===== src/rv32i_types_pkg.sv =====
package rv32i_types_pkg;

    // architectural widths
    localparam int unsigned xlen           = 32;
    localparam int unsigned order_width    = 64;
    localparam int unsigned reg_addr_width = 5;

    typedef logic [xlen-1:0]           word_t;
    typedef logic [xlen-1:0]           pc_t;
    typedef logic [order_width-1:0]    order_t;
    typedef logic [reg_addr_width-1:0] reg_addr_t;

    // major opcodes, inst[6:0]
    typedef enum logic [6:0] {
        op_b_lui   = 7'b0110111,
        op_b_auipc = 7'b0010111,
        op_b_jal   = 7'b1101111,
        op_b_jalr  = 7'b1100111,
        op_b_br    = 7'b1100011,
        op_b_load  = 7'b0000011,
        op_b_store = 7'b0100011,
        op_b_imm   = 7'b0010011,
        op_b_reg   = 7'b0110011
    } rv32i_opcode_t;

    // funct3 for integer register and immediate ops
    typedef enum logic [2:0] {
        arith_f3_add  = 3'b000,
        arith_f3_sll  = 3'b001,
        arith_f3_slt  = 3'b010,
        arith_f3_sltu = 3'b011,
        arith_f3_xor  = 3'b100,
        arith_f3_sr   = 3'b101,
        arith_f3_or   = 3'b110,
        arith_f3_and  = 3'b111
    } arith_f3_t;

    typedef enum logic [2:0] {
        load_f3_lb  = 3'b000,
        load_f3_lh  = 3'b001,
        load_f3_lw  = 3'b010,
        load_f3_lbu = 3'b100,
        load_f3_lhu = 3'b101
    } load_f3_t;

    typedef enum logic [2:0] {
        store_f3_sb = 3'b000,
        store_f3_sh = 3'b001,
        store_f3_sw = 3'b010
    } store_f3_t;

    typedef enum logic [2:0] {
        branch_f3_beq  = 3'b000,
        branch_f3_bne  = 3'b001,
        branch_f3_blt  = 3'b100,
        branch_f3_bge  = 3'b101,
        branch_f3_bltu = 3'b110,
        branch_f3_bgeu = 3'b111
    } branch_f3_t;

    // funct7 picks sub/sra and the M extension
    typedef enum logic [6:0] {
        base    = 7'b0000000,
        variant = 7'b0100000,
        mult    = 7'b0000001
    } funct7_t;

endpackage


===== src/decode_ctrl_pkg.sv =====
package decode_ctrl_pkg;

    // first program-order number after reset
    localparam rv32i_types_pkg::order_t order_reset_value = '0;

    // which functional unit class gets the instruction
    typedef enum logic [2:0] {
        none = 3'd0,
        alu  = 3'd1,
        mul  = 3'd2,
        br   = 3'd3,
        mem  = 3'd4
    } op_type_t;

    // low eight codes line up with funct3
    typedef enum logic [3:0] {
        alu_op_add  = 4'b0000,
        alu_op_sll  = 4'b0001,
        alu_op_slt  = 4'b0010,
        alu_op_sltu = 4'b0011,
        alu_op_xor  = 4'b0100,
        alu_op_srl  = 4'b0101,
        alu_op_or   = 4'b0110,
        alu_op_and  = 4'b0111,
        alu_op_sub  = 4'b1000,
        alu_op_sra  = 4'b1001,
        alu_op_none = 4'b1111
    } alu_ops_t;

    // M extension op, equal to funct3
    typedef enum logic [2:0] {
        mult_op_mul    = 3'b000,
        mult_op_mulh   = 3'b001,
        mult_op_mulhsu = 3'b010,
        mult_op_mulhu  = 3'b011,
        mult_op_div    = 3'b100,
        mult_op_divu   = 3'b101,
        mult_op_rem    = 3'b110,
        mult_op_remu   = 3'b111
    } mult_op_t;

    typedef enum logic [2:0] {
        mem_op_b    = 3'd0,
        mem_op_bu   = 3'd1,
        mem_op_h    = 3'd2,
        mem_op_hu   = 3'd3,
        mem_op_w    = 3'd4,
        mem_op_none = 3'd7
    } mem_op_t;

    // alu operand muxes
    typedef enum logic [1:0] {
        rs1_out = 2'd0,
        pc_out  = 2'd1,
        no_out  = 2'd2
    } alu_m1_sel_t;

    typedef enum logic {
        rs2_out = 1'b0,
        imm_out = 1'b1
    } alu_m2_sel_t;

    typedef logic [3:0] byte_mask_t;

endpackage


===== src/if_id_reg.sv =====
module if_id_reg
import rv32i_types_pkg::*;
import decode_ctrl_pkg::*;
(
    input  logic   clk,
    input  logic   rst_n,
    input  logic   stall,
    input  logic   fetch_valid,
    input  word_t  fetch_inst,
    input  pc_t    fetch_pc,
    output logic   id_valid,
    output word_t  id_inst,
    output pc_t    id_pc,
    output order_t id_order
);

    // order number the next accepted instruction receives
    order_t next_order;

    always_ff @(posedge clk or negedge rst_n) begin
        if (!rst_n) begin
            id_valid   <= 1'b0;
            next_order <= order_reset_value;
        end else if (!stall) begin
            // a low fetch_valid lets a bubble in
            id_valid <= fetch_valid;
            if (fetch_valid) begin
                next_order <= next_order + order_t'(1);
            end
        end
    end

    // payload, meaningful only with id_valid
    always_ff @(posedge clk) begin
        if (!stall) begin
            id_inst  <= fetch_inst;
            id_pc    <= fetch_pc;
            id_order <= next_order;
        end
    end

endmodule


===== src/decode.sv =====
module decode
import rv32i_types_pkg::*;
import decode_ctrl_pkg::*;
(
    input  logic        id_valid,
    input  word_t       id_inst,
    input  pc_t         id_pc,
    input  order_t      id_order,
    output logic        dec_valid,
    output word_t       dec_inst,
    output pc_t         dec_pc,
    output order_t      dec_order,
    output op_type_t    dec_op_type,
    output alu_ops_t    dec_aluop,
    output mult_op_t    dec_multop,
    output mem_op_t     dec_memop,
    output branch_f3_t  dec_brop,
    output reg_addr_t   dec_rs1_addr,
    output reg_addr_t   dec_rs2_addr,
    output reg_addr_t   dec_rd_addr,
    output logic        dec_use_rs1,
    output logic        dec_use_rs2,
    output logic        dec_regf_we,
    output word_t       dec_imm,
    output alu_m1_sel_t dec_alu_m1_sel,
    output alu_m2_sel_t dec_alu_m2_sel,
    output byte_mask_t  dec_mem_rmask,
    output byte_mask_t  dec_mem_wmask
);

    logic [6:0] opcode;
    logic [2:0] funct3;
    logic [6:0] funct7;
    word_t      i_imm;
    word_t      s_imm;
    word_t      b_imm;
    word_t      u_imm;
    word_t      j_imm;

    assign opcode = id_inst[6:0];
    assign funct3 = id_inst[14:12];
    assign funct7 = id_inst[31:25];

    // sign-extended immediates of each format
    assign i_imm = {{20{id_inst[31]}}, id_inst[31:20]};
    assign s_imm = {{20{id_inst[31]}}, id_inst[31:25], id_inst[11:7]};
    assign b_imm = {{19{id_inst[31]}}, id_inst[31], id_inst[7], id_inst[30:25],
                    id_inst[11:8], 1'b0};
    assign u_imm = {id_inst[31:12], 12'h000};
    assign j_imm = {{11{id_inst[31]}}, id_inst[31], id_inst[19:12], id_inst[20],
                    id_inst[30:21], 1'b0};

    // tag fields pass straight through
    assign dec_valid = id_valid;
    assign dec_inst  = id_inst;
    assign dec_pc    = id_pc;
    assign dec_order = id_order;

    always_comb begin
        // inactive defaults, unknown opcodes keep these
        dec_op_type    = none;
        dec_aluop      = alu_op_none;
        dec_multop     = mult_op_mul;
        dec_memop      = mem_op_none;
        dec_brop       = branch_f3_beq;
        dec_rs1_addr   = id_inst[19:15];
        dec_rs2_addr   = id_inst[24:20];
        dec_rd_addr    = id_inst[11:7];
        dec_use_rs1    = 1'b0;
        dec_use_rs2    = 1'b0;
        dec_regf_we    = 1'b0;
        dec_imm        = '0;
        dec_alu_m1_sel = no_out;
        dec_alu_m2_sel = rs2_out;
        dec_mem_rmask  = 4'b0000;
        dec_mem_wmask  = 4'b0000;

        unique case (opcode)
            op_b_lui: begin
                dec_op_type    = alu;
                dec_aluop      = alu_op_add;
                dec_imm        = u_imm;
                dec_regf_we    = 1'b1;
                dec_alu_m1_sel = no_out;
                dec_alu_m2_sel = imm_out;
            end
            op_b_auipc: begin
                dec_op_type    = alu;
                dec_aluop      = alu_op_add;
                dec_imm        = u_imm;
                dec_regf_we    = 1'b1;
                dec_alu_m1_sel = pc_out;
                dec_alu_m2_sel = imm_out;
            end
            op_b_imm: begin
                dec_op_type    = alu;
                dec_imm        = i_imm;
                dec_regf_we    = 1'b1;
                dec_use_rs1    = 1'b1;
                dec_alu_m1_sel = rs1_out;
                dec_alu_m2_sel = imm_out;
                unique case (funct3)
                    arith_f3_slt:  dec_aluop = alu_op_slt;
                    arith_f3_sltu: dec_aluop = alu_op_sltu;
                    // srai carries the variant bit in the upper imm field
                    arith_f3_sr:   dec_aluop = (funct7 == variant) ? alu_op_sra : alu_op_srl;
                    default:       dec_aluop = alu_ops_t'({1'b0, funct3});
                endcase
            end
            op_b_reg: begin
                dec_op_type    = alu;
                dec_regf_we    = 1'b1;
                dec_use_rs1    = 1'b1;
                dec_use_rs2    = 1'b1;
                dec_alu_m1_sel = rs1_out;
                dec_alu_m2_sel = rs2_out;
                if (funct7 == mult) begin
                    // M extension goes to the multiplier
                    dec_op_type = mul;
                    dec_multop  = mult_op_t'(funct3);
                end else begin
                    unique case (funct3)
                        arith_f3_add: begin
                            unique case (funct7)
                                base:    dec_aluop = alu_op_add;
                                variant: dec_aluop = alu_op_sub;
                                default: dec_aluop = alu_op_none;
                            endcase
                        end
                        arith_f3_sr: begin
                            unique case (funct7)
                                base:    dec_aluop = alu_op_srl;
                                variant: dec_aluop = alu_op_sra;
                                default: dec_aluop = alu_op_none;
                            endcase
                        end
                        arith_f3_slt:  dec_aluop = alu_op_slt;
                        arith_f3_sltu: dec_aluop = alu_op_sltu;
                        default:       dec_aluop = alu_ops_t'({1'b0, funct3});
                    endcase
                end
            end
            op_b_jal: begin
                dec_op_type    = br;
                dec_imm        = j_imm;
                dec_regf_we    = 1'b1;
                dec_alu_m1_sel = pc_out;
                dec_alu_m2_sel = imm_out;
            end
            op_b_jalr: begin
                dec_op_type    = br;
                dec_imm        = i_imm;
                dec_regf_we    = 1'b1;
                dec_use_rs1    = 1'b1;
                dec_alu_m1_sel = rs1_out;
                dec_alu_m2_sel = imm_out;
            end
            op_b_br: begin
                // compare rs1 against rs2, no writeback
                dec_op_type    = br;
                dec_brop       = branch_f3_t'(funct3);
                dec_imm        = b_imm;
                dec_rd_addr    = '0;
                dec_use_rs1    = 1'b1;
                dec_use_rs2    = 1'b1;
                dec_alu_m1_sel = rs1_out;
                dec_alu_m2_sel = rs2_out;
            end
            op_b_load: begin
                dec_op_type    = mem;
                dec_imm        = i_imm;
                dec_rs2_addr   = '0;
                dec_regf_we    = 1'b1;
                dec_use_rs1    = 1'b1;
                dec_alu_m1_sel = rs1_out;
                dec_alu_m2_sel = imm_out;
                unique case (funct3)
                    load_f3_lb: begin
                        dec_memop     = mem_op_b;
                        dec_mem_rmask = 4'b0001;
                    end
                    load_f3_lbu: begin
                        dec_memop     = mem_op_bu;
                        dec_mem_rmask = 4'b0001;
                    end
                    load_f3_lh: begin
                        dec_memop     = mem_op_h;
                        dec_mem_rmask = 4'b0011;
                    end
                    load_f3_lhu: begin
                        dec_memop     = mem_op_hu;
                        dec_mem_rmask = 4'b0011;
                    end
                    load_f3_lw: begin
                        dec_memop     = mem_op_w;
                        dec_mem_rmask = 4'b1111;
                    end
                    default: dec_memop = mem_op_none;
                endcase
            end
            op_b_store: begin
                dec_op_type    = mem;
                dec_imm        = s_imm;
                dec_rd_addr    = '0;
                dec_use_rs1    = 1'b1;
                dec_use_rs2    = 1'b1;
                dec_alu_m1_sel = rs1_out;
                dec_alu_m2_sel = imm_out;
                unique case (funct3)
                    store_f3_sb: begin
                        dec_memop     = mem_op_b;
                        dec_mem_wmask = 4'b0001;
                    end
                    store_f3_sh: begin
                        dec_memop     = mem_op_h;
                        dec_mem_wmask = 4'b0011;
                    end
                    store_f3_sw: begin
                        dec_memop     = mem_op_w;
                        dec_mem_wmask = 4'b1111;
                    end
                    default: dec_memop = mem_op_none;
                endcase
            end
            default: begin
                dec_op_type = none;
            end
        endcase
    end

endmodule


===== src/id_dis_reg.sv =====
module id_dis_reg
import rv32i_types_pkg::*;
import decode_ctrl_pkg::*;
(
    input  logic        clk,
    input  logic        rst_n,
    input  logic        stall,
    input  logic        dec_valid,
    input  word_t       dec_inst,
    input  pc_t         dec_pc,
    input  order_t      dec_order,
    input  op_type_t    dec_op_type,
    input  alu_ops_t    dec_aluop,
    input  mult_op_t    dec_multop,
    input  mem_op_t     dec_memop,
    input  branch_f3_t  dec_brop,
    input  reg_addr_t   dec_rs1_addr,
    input  reg_addr_t   dec_rs2_addr,
    input  reg_addr_t   dec_rd_addr,
    input  logic        dec_use_rs1,
    input  logic        dec_use_rs2,
    input  logic        dec_regf_we,
    input  word_t       dec_imm,
    input  alu_m1_sel_t dec_alu_m1_sel,
    input  alu_m2_sel_t dec_alu_m2_sel,
    input  byte_mask_t  dec_mem_rmask,
    input  byte_mask_t  dec_mem_wmask,
    output logic        dis_valid,
    output word_t       dis_inst,
    output pc_t         dis_pc,
    output order_t      dis_order,
    output op_type_t    dis_op_type,
    output alu_ops_t    dis_aluop,
    output mult_op_t    dis_multop,
    output mem_op_t     dis_memop,
    output branch_f3_t  dis_brop,
    output reg_addr_t   dis_rs1_addr,
    output reg_addr_t   dis_rs2_addr,
    output reg_addr_t   dis_rd_addr,
    output logic        dis_use_rs1,
    output logic        dis_use_rs2,
    output logic        dis_regf_we,
    output word_t       dis_imm,
    output alu_m1_sel_t dis_alu_m1_sel,
    output alu_m2_sel_t dis_alu_m2_sel,
    output byte_mask_t  dis_mem_rmask,
    output byte_mask_t  dis_mem_wmask
);

    // valid and the enables dispatch acts on
    always_ff @(posedge clk or negedge rst_n) begin
        if (!rst_n) begin
            dis_valid     <= 1'b0;
            dis_op_type   <= none;
            dis_use_rs1   <= 1'b0;
            dis_use_rs2   <= 1'b0;
            dis_regf_we   <= 1'b0;
            dis_mem_rmask <= 4'b0000;
            dis_mem_wmask <= 4'b0000;
        end else if (!stall) begin
            dis_valid     <= dec_valid;
            dis_op_type   <= dec_op_type;
            dis_use_rs1   <= dec_use_rs1;
            dis_use_rs2   <= dec_use_rs2;
            dis_regf_we   <= dec_regf_we;
            dis_mem_rmask <= dec_mem_rmask;
            dis_mem_wmask <= dec_mem_wmask;
        end
    end

    // operand and tag payload
    always_ff @(posedge clk) begin
        if (!stall) begin
            dis_inst       <= dec_inst;
            dis_pc         <= dec_pc;
            dis_order      <= dec_order;
            dis_aluop      <= dec_aluop;
            dis_multop     <= dec_multop;
            dis_memop      <= dec_memop;
            dis_brop       <= dec_brop;
            dis_rs1_addr   <= dec_rs1_addr;
            dis_rs2_addr   <= dec_rs2_addr;
            dis_rd_addr    <= dec_rd_addr;
            dis_imm        <= dec_imm;
            dis_alu_m1_sel <= dec_alu_m1_sel;
            dis_alu_m2_sel <= dec_alu_m2_sel;
        end
    end

endmodule


===== src/decode_stage.sv =====
module decode_stage
import rv32i_types_pkg::*;
import decode_ctrl_pkg::*;
(
    input  logic        clk,
    input  logic        rst_n,
    input  logic        stall,
    input  logic        fetch_valid,
    input  word_t       fetch_inst,
    input  pc_t         fetch_pc,
    output logic        dis_valid,
    output word_t       dis_inst,
    output pc_t         dis_pc,
    output order_t      dis_order,
    output op_type_t    dis_op_type,
    output alu_ops_t    dis_aluop,
    output mult_op_t    dis_multop,
    output mem_op_t     dis_memop,
    output branch_f3_t  dis_brop,
    output reg_addr_t   dis_rs1_addr,
    output reg_addr_t   dis_rs2_addr,
    output reg_addr_t   dis_rd_addr,
    output logic        dis_use_rs1,
    output logic        dis_use_rs2,
    output logic        dis_regf_we,
    output word_t       dis_imm,
    output alu_m1_sel_t dis_alu_m1_sel,
    output alu_m2_sel_t dis_alu_m2_sel,
    output byte_mask_t  dis_mem_rmask,
    output byte_mask_t  dis_mem_wmask
);

    // if/id stage outputs
    logic        id_valid;
    word_t       id_inst;
    pc_t         id_pc;
    order_t      id_order;

    // decoded bundle ahead of the id/dispatch register
    logic        dec_valid;
    word_t       dec_inst;
    pc_t         dec_pc;
    order_t      dec_order;
    op_type_t    dec_op_type;
    alu_ops_t    dec_aluop;
    mult_op_t    dec_multop;
    mem_op_t     dec_memop;
    branch_f3_t  dec_brop;
    reg_addr_t   dec_rs1_addr;
    reg_addr_t   dec_rs2_addr;
    reg_addr_t   dec_rd_addr;
    logic        dec_use_rs1;
    logic        dec_use_rs2;
    logic        dec_regf_we;
    word_t       dec_imm;
    alu_m1_sel_t dec_alu_m1_sel;
    alu_m2_sel_t dec_alu_m2_sel;
    byte_mask_t  dec_mem_rmask;
    byte_mask_t  dec_mem_wmask;

    // port names line up across all three stages
    if_id_reg if_id_reg_inst (.*);

    decode decode_inst (.*);

    id_dis_reg id_dis_reg_inst (.*);

endmodule


===== config.mk =====
export PLATFORM = sky130hd
export DESIGN_NAME = decode_stage
export DESIGN_NICKNAME = d
export VERILOG_FILES = /design/src/rv32i_types_pkg.sv /design/src/decode_ctrl_pkg.sv /design/src/if_id_reg.sv /design/src/decode.sv /design/src/id_dis_reg.sv /design/src/decode_stage.sv
export SDC_FILE = /design/constraint.sdc
export NUM_CORES = 1
export LEC_CHECK = 0
export ABC_AREA = 1
export BUFFER_PORTS_ARGS = -buffer_cell sky130_fd_sc_hd__buf_4
export CAP_MARGIN = 0
export CORE_ASPECT_RATIO = 1.2
export CORE_MARGIN = 2
export CORE_UTILIZATION = 40
export CTS_CLUSTER_SIZE = 30
export DETAILED_ROUTE_END_ITERATION = 12
export SLEW_MARGIN = 20
export SYNTH_ARGS = -nofsm -noshare
export SYNTH_HDL_FRONTEND = slang
export SYNTH_SLANG_ARGS = --single-unit

===== constraint.sdc =====
create_clock -name clk -period 2.1 [get_ports clk]
set_input_delay 0.21 -clock clk [delete_from_list [all_inputs] [get_ports clk]]
set_output_delay 0.21 -clock clk [all_outputs]
set_load 0.02 [all_outputs]

After elaboration in Yosys (flattened, before gate mapping):

Index checks and enable logic that the tools add are counted.

* flip-flop bits (word level): 399
* latch bits: 0
* memory bits (writable): 0
* ROM bits: 0
* bits of input ports: 68
* output and inout port bits: 206
* logic and storage cells: 82
* memories kept: 0

* add/subtract/negate cells: 1
* multiply operators: 0
* divide/modulo/power cells: 0
* magnitude comparators: 0
* eq/ne operators: 16
* shift-type cells: 0
* muxes and demuxes: 22
* bitwise logic cells: 1
* reductions and logical operators: 17

Operator list (number)
* 32-bit one-hot mux with 5 select lines: 1
* 64-bit by 1-bit adder with 64-bit output (second input constant): 1
* 4-bit one-hot mux with 3 select lines: 4
* 7-bit by 6-bit == test with 1-bit output (second input constant): 4
* 7-bit == test (second input constant): 3
* 4-bit two-way mux: 4
* 4-bit one-hot mux with 2 select lines: 2
* 4-bit one-hot mux with 4 select lines: 1
* 3-bit one-hot mux with 5 select lines: 1
* 7-bit by 5-bit == test with 1-bit output (second input constant): 2
* 7-bit OR reduction: 2
* 3-bit one-hot mux with 4 select lines: 1
* 2-bit OR reduction: 6
* 3-bit OR reduction: 4
* 3-bit one-hot mux with 3 select lines: 1
* 7-bit by 1-bit == test with 1-bit output (second input constant): 1
* 7-bit by 2-bit == test with 1-bit output (second input constant): 1
* 7-bit logical NOT: 1
* 3-bit by 2-bit == test with 1-bit output (second input constant): 2
* 3-bit == test (second input constant): 2
* 3-bit one-hot mux with 2 select lines: 1
* 6-bit OR reduction: 1
* 1-bit two-way mux: 4
* 2-bit one-hot mux with 2 select lines: 1
* other kinds (5): 6

Depth between registers and ports, before layout:

Gate-level depths: netlist of the first run.

* word-level depth: 5
* depth in mapped cells: 11
* gate-level depth less buffers: 11

By module:

A second synthesis of the first run with hierarchy kept.

* cell total of the unflattened synthesis: 1303
* area, all modules: 16420.7 µm²

By module, submodules not included
* if_id_reg: times used 1, cells each 653, area each 7813.7 µm², sequential area each 5470.2 µm²
* id_dis_reg: times used 1, cells each 255, area each 6346.1 µm², sequential area each 6110.9 µm²
* decode: times used 1, cells each 395, area each 2260.9 µm², sequential area each 0.0 µm²

Worst setup path before layout of the first run:

OpenSTA, ideal clock, no wires.

* kind: input-to-reg
* from: in stall
* to: reg if_id_reg_inst.id_valid
* setup time: 0.542 ns
* arrival time: 9.708 ns
* data required time: 1.558 ns
* setup slack: -8.149 ns
* cell stages on the path: 3
* buffers on the path: 1
* path through: inv_2 -> clkbuf_1 -> o21ai_0

RTL lines
* start, declared: line decode_stage.sv:7 `input logic stall,`
* end signal, assigned: line if_id_reg.sv:26 `id_valid <= fetch_valid;`
* end, declared: line if_id_reg.sv:11 `output logic id_valid,`

No word-level cell between the ends.

Worst setup path in the final report of the first run:

* from: reg if_id_reg_inst.id_inst[3]
* to: reg id_dis_reg_inst.dis_imm[14], data pin

* cells in the longest elaborated chain, start to end: 3
* elaborated cells on any way between the ends: 11
* classes of those cells: eq/ne (8); mux (1); reduce/logical (2)

RTL lines
* start, declared: line if_id_reg.sv:12 `output word_t id_inst,`
* start signal, assigned: line if_id_reg.sv:36 `id_inst <= fetch_inst;`
* 7-bit == test, or another cell as far along: line decode.sv:78 `unique case (opcode)`
* 3-bit OR reduction (no line) or 2-bit OR reduction (tied branches)
* 32-bit one-hot mux with 5 select lines *: line decode.sv:78
* named net dec_imm[14]: line decode_stage.sv:55 `word_t dec_imm;`
* end signal, assigned: line id_dis_reg.sv:84 `dis_imm <= dec_imm;`
* end, declared: line id_dis_reg.sv:43 `output word_t dis_imm,`

Mark *: on every way through the listed nets, which the timed path passes. The rest lies on a longest branch.
A chain may end at the register's enable or synchronous reset.

==> impl_metrics.tcl, run 1 <==
set metrics [dict create \
    timing.reg2reg.setup_slack_ns 0.23 \
    hold-path-cell-count 3 \
    grt_setup_unrepaired "no" \
    vias_per_cell 4.743 \
    synth_seq_area_share_pct 77.66 \
    max-clock-path-buffers 3 \
    globalplace.congestion 0.8750 \
    synthesis.nets 1112 \
    post_synth_instance_area_um2 14650 \
    combinationalPowerShare_pct 7.4 \
    mostFrequentLayoutCell "sky130_fd_sc_hd__edfxtp_1" \
    hold_startpoint "fetch_valid" \
    synth-simple-area-share_pct 13.81 \
    reg2reg_from "if_id_reg_inst.id_inst[3]" \
    clkLatencyLatePin_ns 0.53 \
    worstPathArrival_ns 2.23 \
    cellInternalPower_uw 13480 \
    die_w_um 178.7 \
    final_core_utilization_pct 53.59 \
    max_cap_viol 0 \
    fmax_mhz 534.3 \
    synth_compound_gate_area_share_pct 2.041 \
    syn_to_final_growth_pct 31.79 \
    rows 76 \
    post-cts-setup-buffers 0 \
    starting_density_of_the_core_pct 40.66 \
    power.density_cell_area_nw_per_um2 895.5 \
    floorplan.die_area_um2 38190 \
    antenna_cells 0 \
    drive_gt1_share_pct 27.32 \
    power.net_switching_uw 3814 \
    cts_tree "yes" \
    seq_power_share_pct 52.7 \
    first_global_vias 9094 \
    critical_path_class "reg -> reg" \
    power_uw 17290 \
    hold-worst-slack_ns 0.04409 \
    coreArea_um2 36040 \
    report.final.hold_viol_count 0 \
    worst_slew_margin_relative_to_its_limit_pct 53.62 \
    worstSetupEndpointType "register" \
    post-route-drc-count 0 \
    final_antenna_net_count 0 \
    die_h_um 213.7 \
    worstPathRequired_ns 2.46 \
    tritoncts_sinks 392 \
    ys_types 38 \
    globalRouteOverflowTotal 0 \
    synth_fa_ha_area_share_pct 0.08538 \
    portbufs 273 \
    io-pin-count 274 \
    main_combinational_cell_family_by_area_after_synthesis "simple AND/OR/NAND/NOR gates" \
    hold_path.class "in -> reg" \
    timing.final.crit_period_ns 1.872 \
    mostFrequentLayoutCells "314 x sky130_fd_sc_hd__edfxtp_1, 284 x sky130_fd_sc_hd__buf_4, 187 x sky130_fd_sc_hd__nand2_1" \
    vdd_drop_max_v 0.0004422 \
    synthCells 1043 \
    post_synth.cell_area_avg_um2 14.05 \
    drt_first_pass_iters 5 \
    antenna_violations_before_repair 0 \
    synth_mux_area_share_pct 0 \
    synth-xor-area-share_pct 2.869 \
    synth.ff_latch_count 392 \
    p_sw_share_pct 22.05 \
    final_area_um2 19310 \
    cp-start-kind "register" \
    route.vias.total 9130 \
    p_leak_uw 0.008152 \
    power_frac_clock_pct 39.9 \
    timing.final.setup_violations 0 \
    maxSlewViolCount 0 \
    dp_hpwl_um 24040 \
    timing.clock.skew_ns 0.02009 \
    least_margin_pin_slew_ns 0.6957 \
    cts_htree_levels 2 \
    r2r_cells 9 \
    grt_first_pass_wirelength_um 51180 \
    r2r_end "id_dis_reg_inst.dis_imm[14]" \
    grt_use_total_pct 17.78 \
    synth.yosys.warnings 0 \
    cts.clk_slew.worst_paths_ns 0.06 \
    postRouteWirelength_um 33950 \
    clockRootBuffer "sky130_fd_sc_hd__clkbuf_16" \
    routed_length_per_placed_instance_um 17.64 \
    timing.critical_path.fanout_max 9 \
    postcts_resize_cnt 0 \
    tritoncts.num_buffers 40 \
    detail_route.iter0.violations 674 \
    placement.cell_area_um2 17360 \
    result_of_the_run "finished, final reports clean" \
    setup_tns_after_final_layout_ns 0 \
    hold_worst_path_end "if_id_reg_inst.id_valid" \
    largest_net_degree_at_the_start_of_global_routing 133 \
    post-route-period-util_pct 89.12 \
    final_nets 1497 \
    hold_buffers 67 \
]
[kinds of logic (layout without fill, tap and decap cells)]
family	Yosys count	after routing
xor+xnor	48	48
simple gates	426	426
fa+ha+maj	1	1
buf+inv	129	543
compound gates	47	47
flops	392	392
[through the flow]
stage | setup WS, ns | cells
2_1_floorplan | 0.4504 | 1043
3_3_place_gp | 0.2884 | 1787
3_5_place_dp | 0.2497 | 1787
4_1_cts | 0.2302 | 1925
5_1_grt | 0.03683 | 1925
6_report | 0.2285 | 1925
[worst max-delay path by stage]
stage | from | slack [ns] | endpoint | cells past startpoint
floorplan | if_id_reg_inst.id_inst[5] | 0.45 | id_dis_reg_inst.dis_imm[20] | 9
global placement | stall | 0.29 | if_id_reg_inst.next_order[46] | 8
detailed placement | if_id_reg_inst.id_inst[1] | 0.25 | id_dis_reg_inst.dis_imm[24] | 10
CTS | if_id_reg_inst.id_inst[3] | 0.23 | id_dis_reg_inst.dis_imm[14] | 9
global route | if_id_reg_inst.next_order[1] | 0.04 | if_id_reg_inst.next_order[59] | 9
finish | if_id_reg_inst.id_inst[3] | 0.23 | id_dis_reg_inst.dis_imm[14] | 9
[power by group through the flow]
| stage | logic [uW] | registers [uW] | clock network [uW] |
|---|---|---|---|
| 2_1_floorplan | 328 | 9480 | 0 |
| 3_3_place_gp | 1180 | 9260 | 0 |
| 3_5_place_dp | 1190 | 9270 | 0 |
| 4_1_cts | 1300 | 9110 | 7100 |
| 5_1_grt | 1390 | 9150 | 7430 |
| 6_report | 1280 | 9110 | 6910 |
[sequential cells by signal, summed over array words and instances (netlist names), 32 cells and up]
| name | count |
|---|---|
| if_id_reg_inst.id_inst | 32 |
| if_id_reg_inst.id_order | 64 |
| if_id_reg_inst.id_pc | 32 |
| if_id_reg_inst.next_order | 64 |
| id_dis_reg_inst.dis_imm | 32 |
| id_dis_reg_inst.dis_inst | 32 |
| id_dis_reg_inst.dis_pc | 32 |
| id_dis_reg_inst.dis_order | 64 |
[per-layer routing]
layer	vias up	global-route usage [%]	wire (um)
li1	4354	-	-
met1	4384	21.92	13580
met2	322	30.68	17050
met3	70	3.777	2247
met4	0	6.897	1071
met5	-	0	0
[worst max-delay path, stage by stage (launching register included)]
cell                       delay [ns]
sky130_fd_sc_hd__edfxtp_1        0.45
sky130_fd_sc_hd__nor2_1          0.16
sky130_fd_sc_hd__nand2_2         0.12
sky130_fd_sc_hd__inv_2           0.10
sky130_fd_sc_hd__nand2_2         0.09
sky130_fd_sc_hd__nor2_1          0.24
sky130_fd_sc_hd__inv_2           0.15
sky130_fd_sc_hd__nand2_1         0.11
sky130_fd_sc_hd__nand2_2         0.14
sky130_fd_sc_hd__o211ai_1        0.14
[cell usage after synthesis]
library cell	number	area share (%)
sky130_fd_sc_hd__nor3b_1	2	0.10
sky130_fd_sc_hd__inv_1	113	2.9
sky130_fd_sc_hd__or2_1	4	0.17
sky130_fd_sc_hd__nor2_2	6	0.26
sky130_fd_sc_hd__xnor2_1	23	1.4
sky130_fd_sc_hd__nand3_2	1	0.068
sky130_fd_sc_hd__a21oi_1	9	0.31
sky130_fd_sc_hd__edfxtp_1	314	64
sky130_fd_sc_hd__nor3_1	18	0.61
sky130_fd_sc_hd__and2_1	1	0.043
sky130_fd_sc_hd__buf_4	7	0.36
sky130_fd_sc_hd__nor2_8	2	0.27
sky130_fd_sc_hd__nand2_2	10	0.43
sky130_fd_sc_hd__o21ai_2	10	0.60
sky130_fd_sc_hd__o21ai_0	15	0.51
sky130_fd_sc_hd__o21ai_1	1	0.034
sky130_fd_sc_hd__buf_6	1	0.077
sky130_fd_sc_hd__o21bai_1	1	0.051
sky130_fd_sc_hd__o211ai_1	8	0.41
sky130_fd_sc_hd__dfrtp_1	78	13
sky130_fd_sc_hd__ha_1	1	0.085
sky130_fd_sc_hd__or2_2	2	0.085
sky130_fd_sc_hd__clkbuf_1	3	0.077
sky130_fd_sc_hd__nand4_1	24	1.0
sky130_fd_sc_hd__nor4_1	1	0.043
sky130_fd_sc_hd__nand3b_1	4	0.20
sky130_fd_sc_hd__nand3_1	55	1.9
sky130_fd_sc_hd__nand3_4	1	0.12
sky130_fd_sc_hd__nor2_1	92	2.4
sky130_fd_sc_hd__nand2_1	187	4.8
sky130_fd_sc_hd__xor2_1	25	1.5
sky130_fd_sc_hd__inv_2	5	0.13
sky130_fd_sc_hd__nor3_2	2	0.14
sky130_fd_sc_hd__nand4_4	1	0.15
sky130_fd_sc_hd__nand2_4	2	0.15
sky130_fd_sc_hd__nor4_4	1	0.15
sky130_fd_sc_hd__a31oi_1	3	0.13
sky130_fd_sc_hd__nor2_4	10	0.77
[cell type report]
class | instances | area, um2
Multi-Input combinational cell | 522 | 2755
Inverter | 118 | 450.4
Fill cell | 2961 | 16730
Clock buffer | 53 | 1101
Tap cell | 468 | 585.6
Clock inverter | 18 | 176.4
Sequential cell | 392 | 11380
Timing Repair Buffer | 354 | 2863
No activity file was read; power rests on OpenSTA's default activity.
==> run 2: changes to the inputs <==
--- a/config.mk
+++ b/config.mk
@@ -13,6 +13,7 @@
 export CORE_UTILIZATION = 40
 export CTS_CLUSTER_SIZE = 30
 export DETAILED_ROUTE_END_ITERATION = 12
+export PLACE_DENSITY = 0.7
 export SLEW_MARGIN = 20
 export SYNTH_ARGS = -nofsm -noshare
 export SYNTH_HDL_FRONTEND = slang
==> impl_metrics.tcl, run 2 (same netlist as run 1, synthesis figures left out) <==
set metrics [dict create \
    global_route.usage.met2_pct 31.77 \
    antenna_cells 0 \
    tritoncts.num_buffers 39 \
    tritoncts_sinks 392 \
    critical-path-max-stage-delay_ns 0.46 \
    starting_density_of_the_core_pct 40.66 \
    critPathSlowestCell "sky130_fd_sc_hd__edfxtp_1" \
    syn_to_final_growth_pct 31.49 \
    cts_htree_levels 2 \
    detail_route.iter0.violations 691 \
    result_of_the_run "finished, final reports clean" \
    pre_cts_ws_ns 0.1655 \
    report.final.hold_viol_count 0 \
    cp-start-kind "register" \
    first_global_vias 9162 \
    route.vias.total 9209 \
    crit_path_cell_trace "inv_1 > nor2_4 > nand2_1 > inv_1 > nor2_4 > nand2_1 > nand2_2 > o211ai_1" \
    grt-busiest-layer "met2" \
    power.density_cell_area_nw_per_um2 889.6 \
    timing.final.crit_period_ns 1.889 \
    grt_first_pass_wirelength_um 51710 \
    placedCellCount 1788 \
    p_leak_uw 0.008145 \
    drt_first_pass_iters 8 \
    final.setup.worst_slack_ns 0.2111 \
    clkLatencyLatePin_ns 0.53 \
    least_margin_pin_slew_ns 0.8612 \
    routed_length_per_placed_instance_um 18.05 \
    critical_path_class "reg -> reg" \
    final_core_utilization_pct 53.46 \
    post-route-drc-count 0 \
    fin_cells 1924 \
    cts_tree "yes" \
    portbufs 273 \
    coreArea_um2 36040 \
    mostFrequentLayoutCells "314 x sky130_fd_sc_hd__edfxtp_1, 285 x sky130_fd_sc_hd__buf_4, 187 x sky130_fd_sc_hd__nand2_1" \
    rows 76 \
    worstPathRequired_ns 2.35 \
    filler_cell_count 2907 \
    setup_tns_after_final_layout_ns 0 \
    floorplan.die_area_um2 38190 \
    gr-usage-met1_pct 21.83 \
    clockRootBuffer "sky130_fd_sc_hd__clkbuf_16" \
    worstSetupEndpointType "register" \
    antenna_violations_before_repair 0 \
    timing.final.setup_violations 0 \
    worst_slew_margin_relative_to_its_limit_pct 42.59 \
    die_w_um 178.7 \
    final_antenna_net_count 0 \
    max-clock-path-buffers 3 \
    post-route-period-util_pct 89.95 \
    globalplace.congestion 0.8922 \
    grt_use_total_pct 17.99 \
    globalRouteOverflowTotal 0 \
    max_cap_viol 0 \
    fmax_mhz 529.4 \
    grtUsageMet3_pct 3.138 \
    grt_setup_unrepaired "no" \
    r2r_cells 8 \
    timing.critical_path.fanout_max 9 \
    timing.clock.skew_ns 0.01175 \
    worstPathArrival_ns 2.14 \
    cts.clk_slew.worst_paths_ns 0.06 \
    final_nets 1495 \
    dp_hpwl_um 24210 \
    largest_net_degree_at_the_start_of_global_routing 152 \
    hold_path.class "in -> reg" \
    mostFrequentLayoutCell "sky130_fd_sc_hd__edfxtp_1" \
    postRouteWirelength_um 34740 \
    reg.largest.list "id_dis_reg_inst.dis_order (64), if_id_reg_inst.id_order (64), if_id_reg_inst.next_order (64)" \
    maxSlewViolCount 0 \
    post-cts-setup-buffers 0 \
    vdd_drop_max_v 0.0004177 \
    io-pin-count 274 \
    die_h_um 213.7 \
    hold-path-cell-count 3 \
    drive_gt1_share_pct 27.27 \
    vias_per_cell 4.786 \
]
-- run 2: power breakdown --
part           leakage (uW)  internal, uW  switching [uW]  total (uW)
clock              0.000608          3920            2820        6740
sequential          0.00416          8900             223        9120
combinational       0.00337           521             763        1280
total               0.00814         13300            3800       17100
-- run 2: what timing repair did --
action                                  CTS  global route
hold buffers                             65             0
gates resized for setup                   0             2
endpoints found under the setup margin    0             2
endpoints found under the hold margin    98             0
-- run 2: metrics by stage --
stage               hold slack, ns  instance area (um2)  total power [uW]
finish                     0.02676                19270             17140
global route               0.05585                19270             17760
CTS                        0.01166                19260             17320
detailed placement          0.2294                17370             10470
global placement            0.2232                17370             10440
floorplan                 -0.08559                14680              9809
-- run 2: area by class of cell --
class                      instances  area, um2  share of cell area [%]
multi-input combinational        522       2763                   14.34
clock inverter                    18      137.6                  0.7143
timing repair buffer             353       2850                   14.79
tap                              468      585.6                   3.039
clock buffer                      53       1101                   5.714
sequential                       392      11380                   59.06
inverter                         118      450.4                   2.338
-- run 2: metal layers --
metal / wire, um / vias to the layer above
li1: - / 4352
met1: 13250 / 4418
met2: 17900 / 357
met3: 2341 / 82
met4: 1250 / 0
met5: 0 / -
-- run 2: final timing paths --
check / end / startpoint / slack (ns)
worst max-delay path: id_dis_reg_inst.dis_imm[12] / if_id_reg_inst.id_inst[6] / 0.21
worst min-delay path: if_id_reg_inst.id_valid / fetch_valid / 0.03
worst max register to register: id_dis_reg_inst.dis_imm[12] / if_id_reg_inst.id_inst[6] / 0.21
worst min register to register: id_dis_reg_inst.dis_order[2] / if_id_reg_inst.id_order[2] / 0.42
max in group asynchronous: if_id_reg_inst.next_order[46] / rst_n / 1.24
min in group asynchronous: if_id_reg_inst.next_order[44] / rst_n / 0.25
-- run 2: critical path: cells and delay by family (launching register included) --
family                 cells  cell delay (ns)
AOI/OAI and AO/OA          1             0.14
DFF                        1             0.46
buffers and inverters      2             0.27
and+or+nand+nor            5             0.74
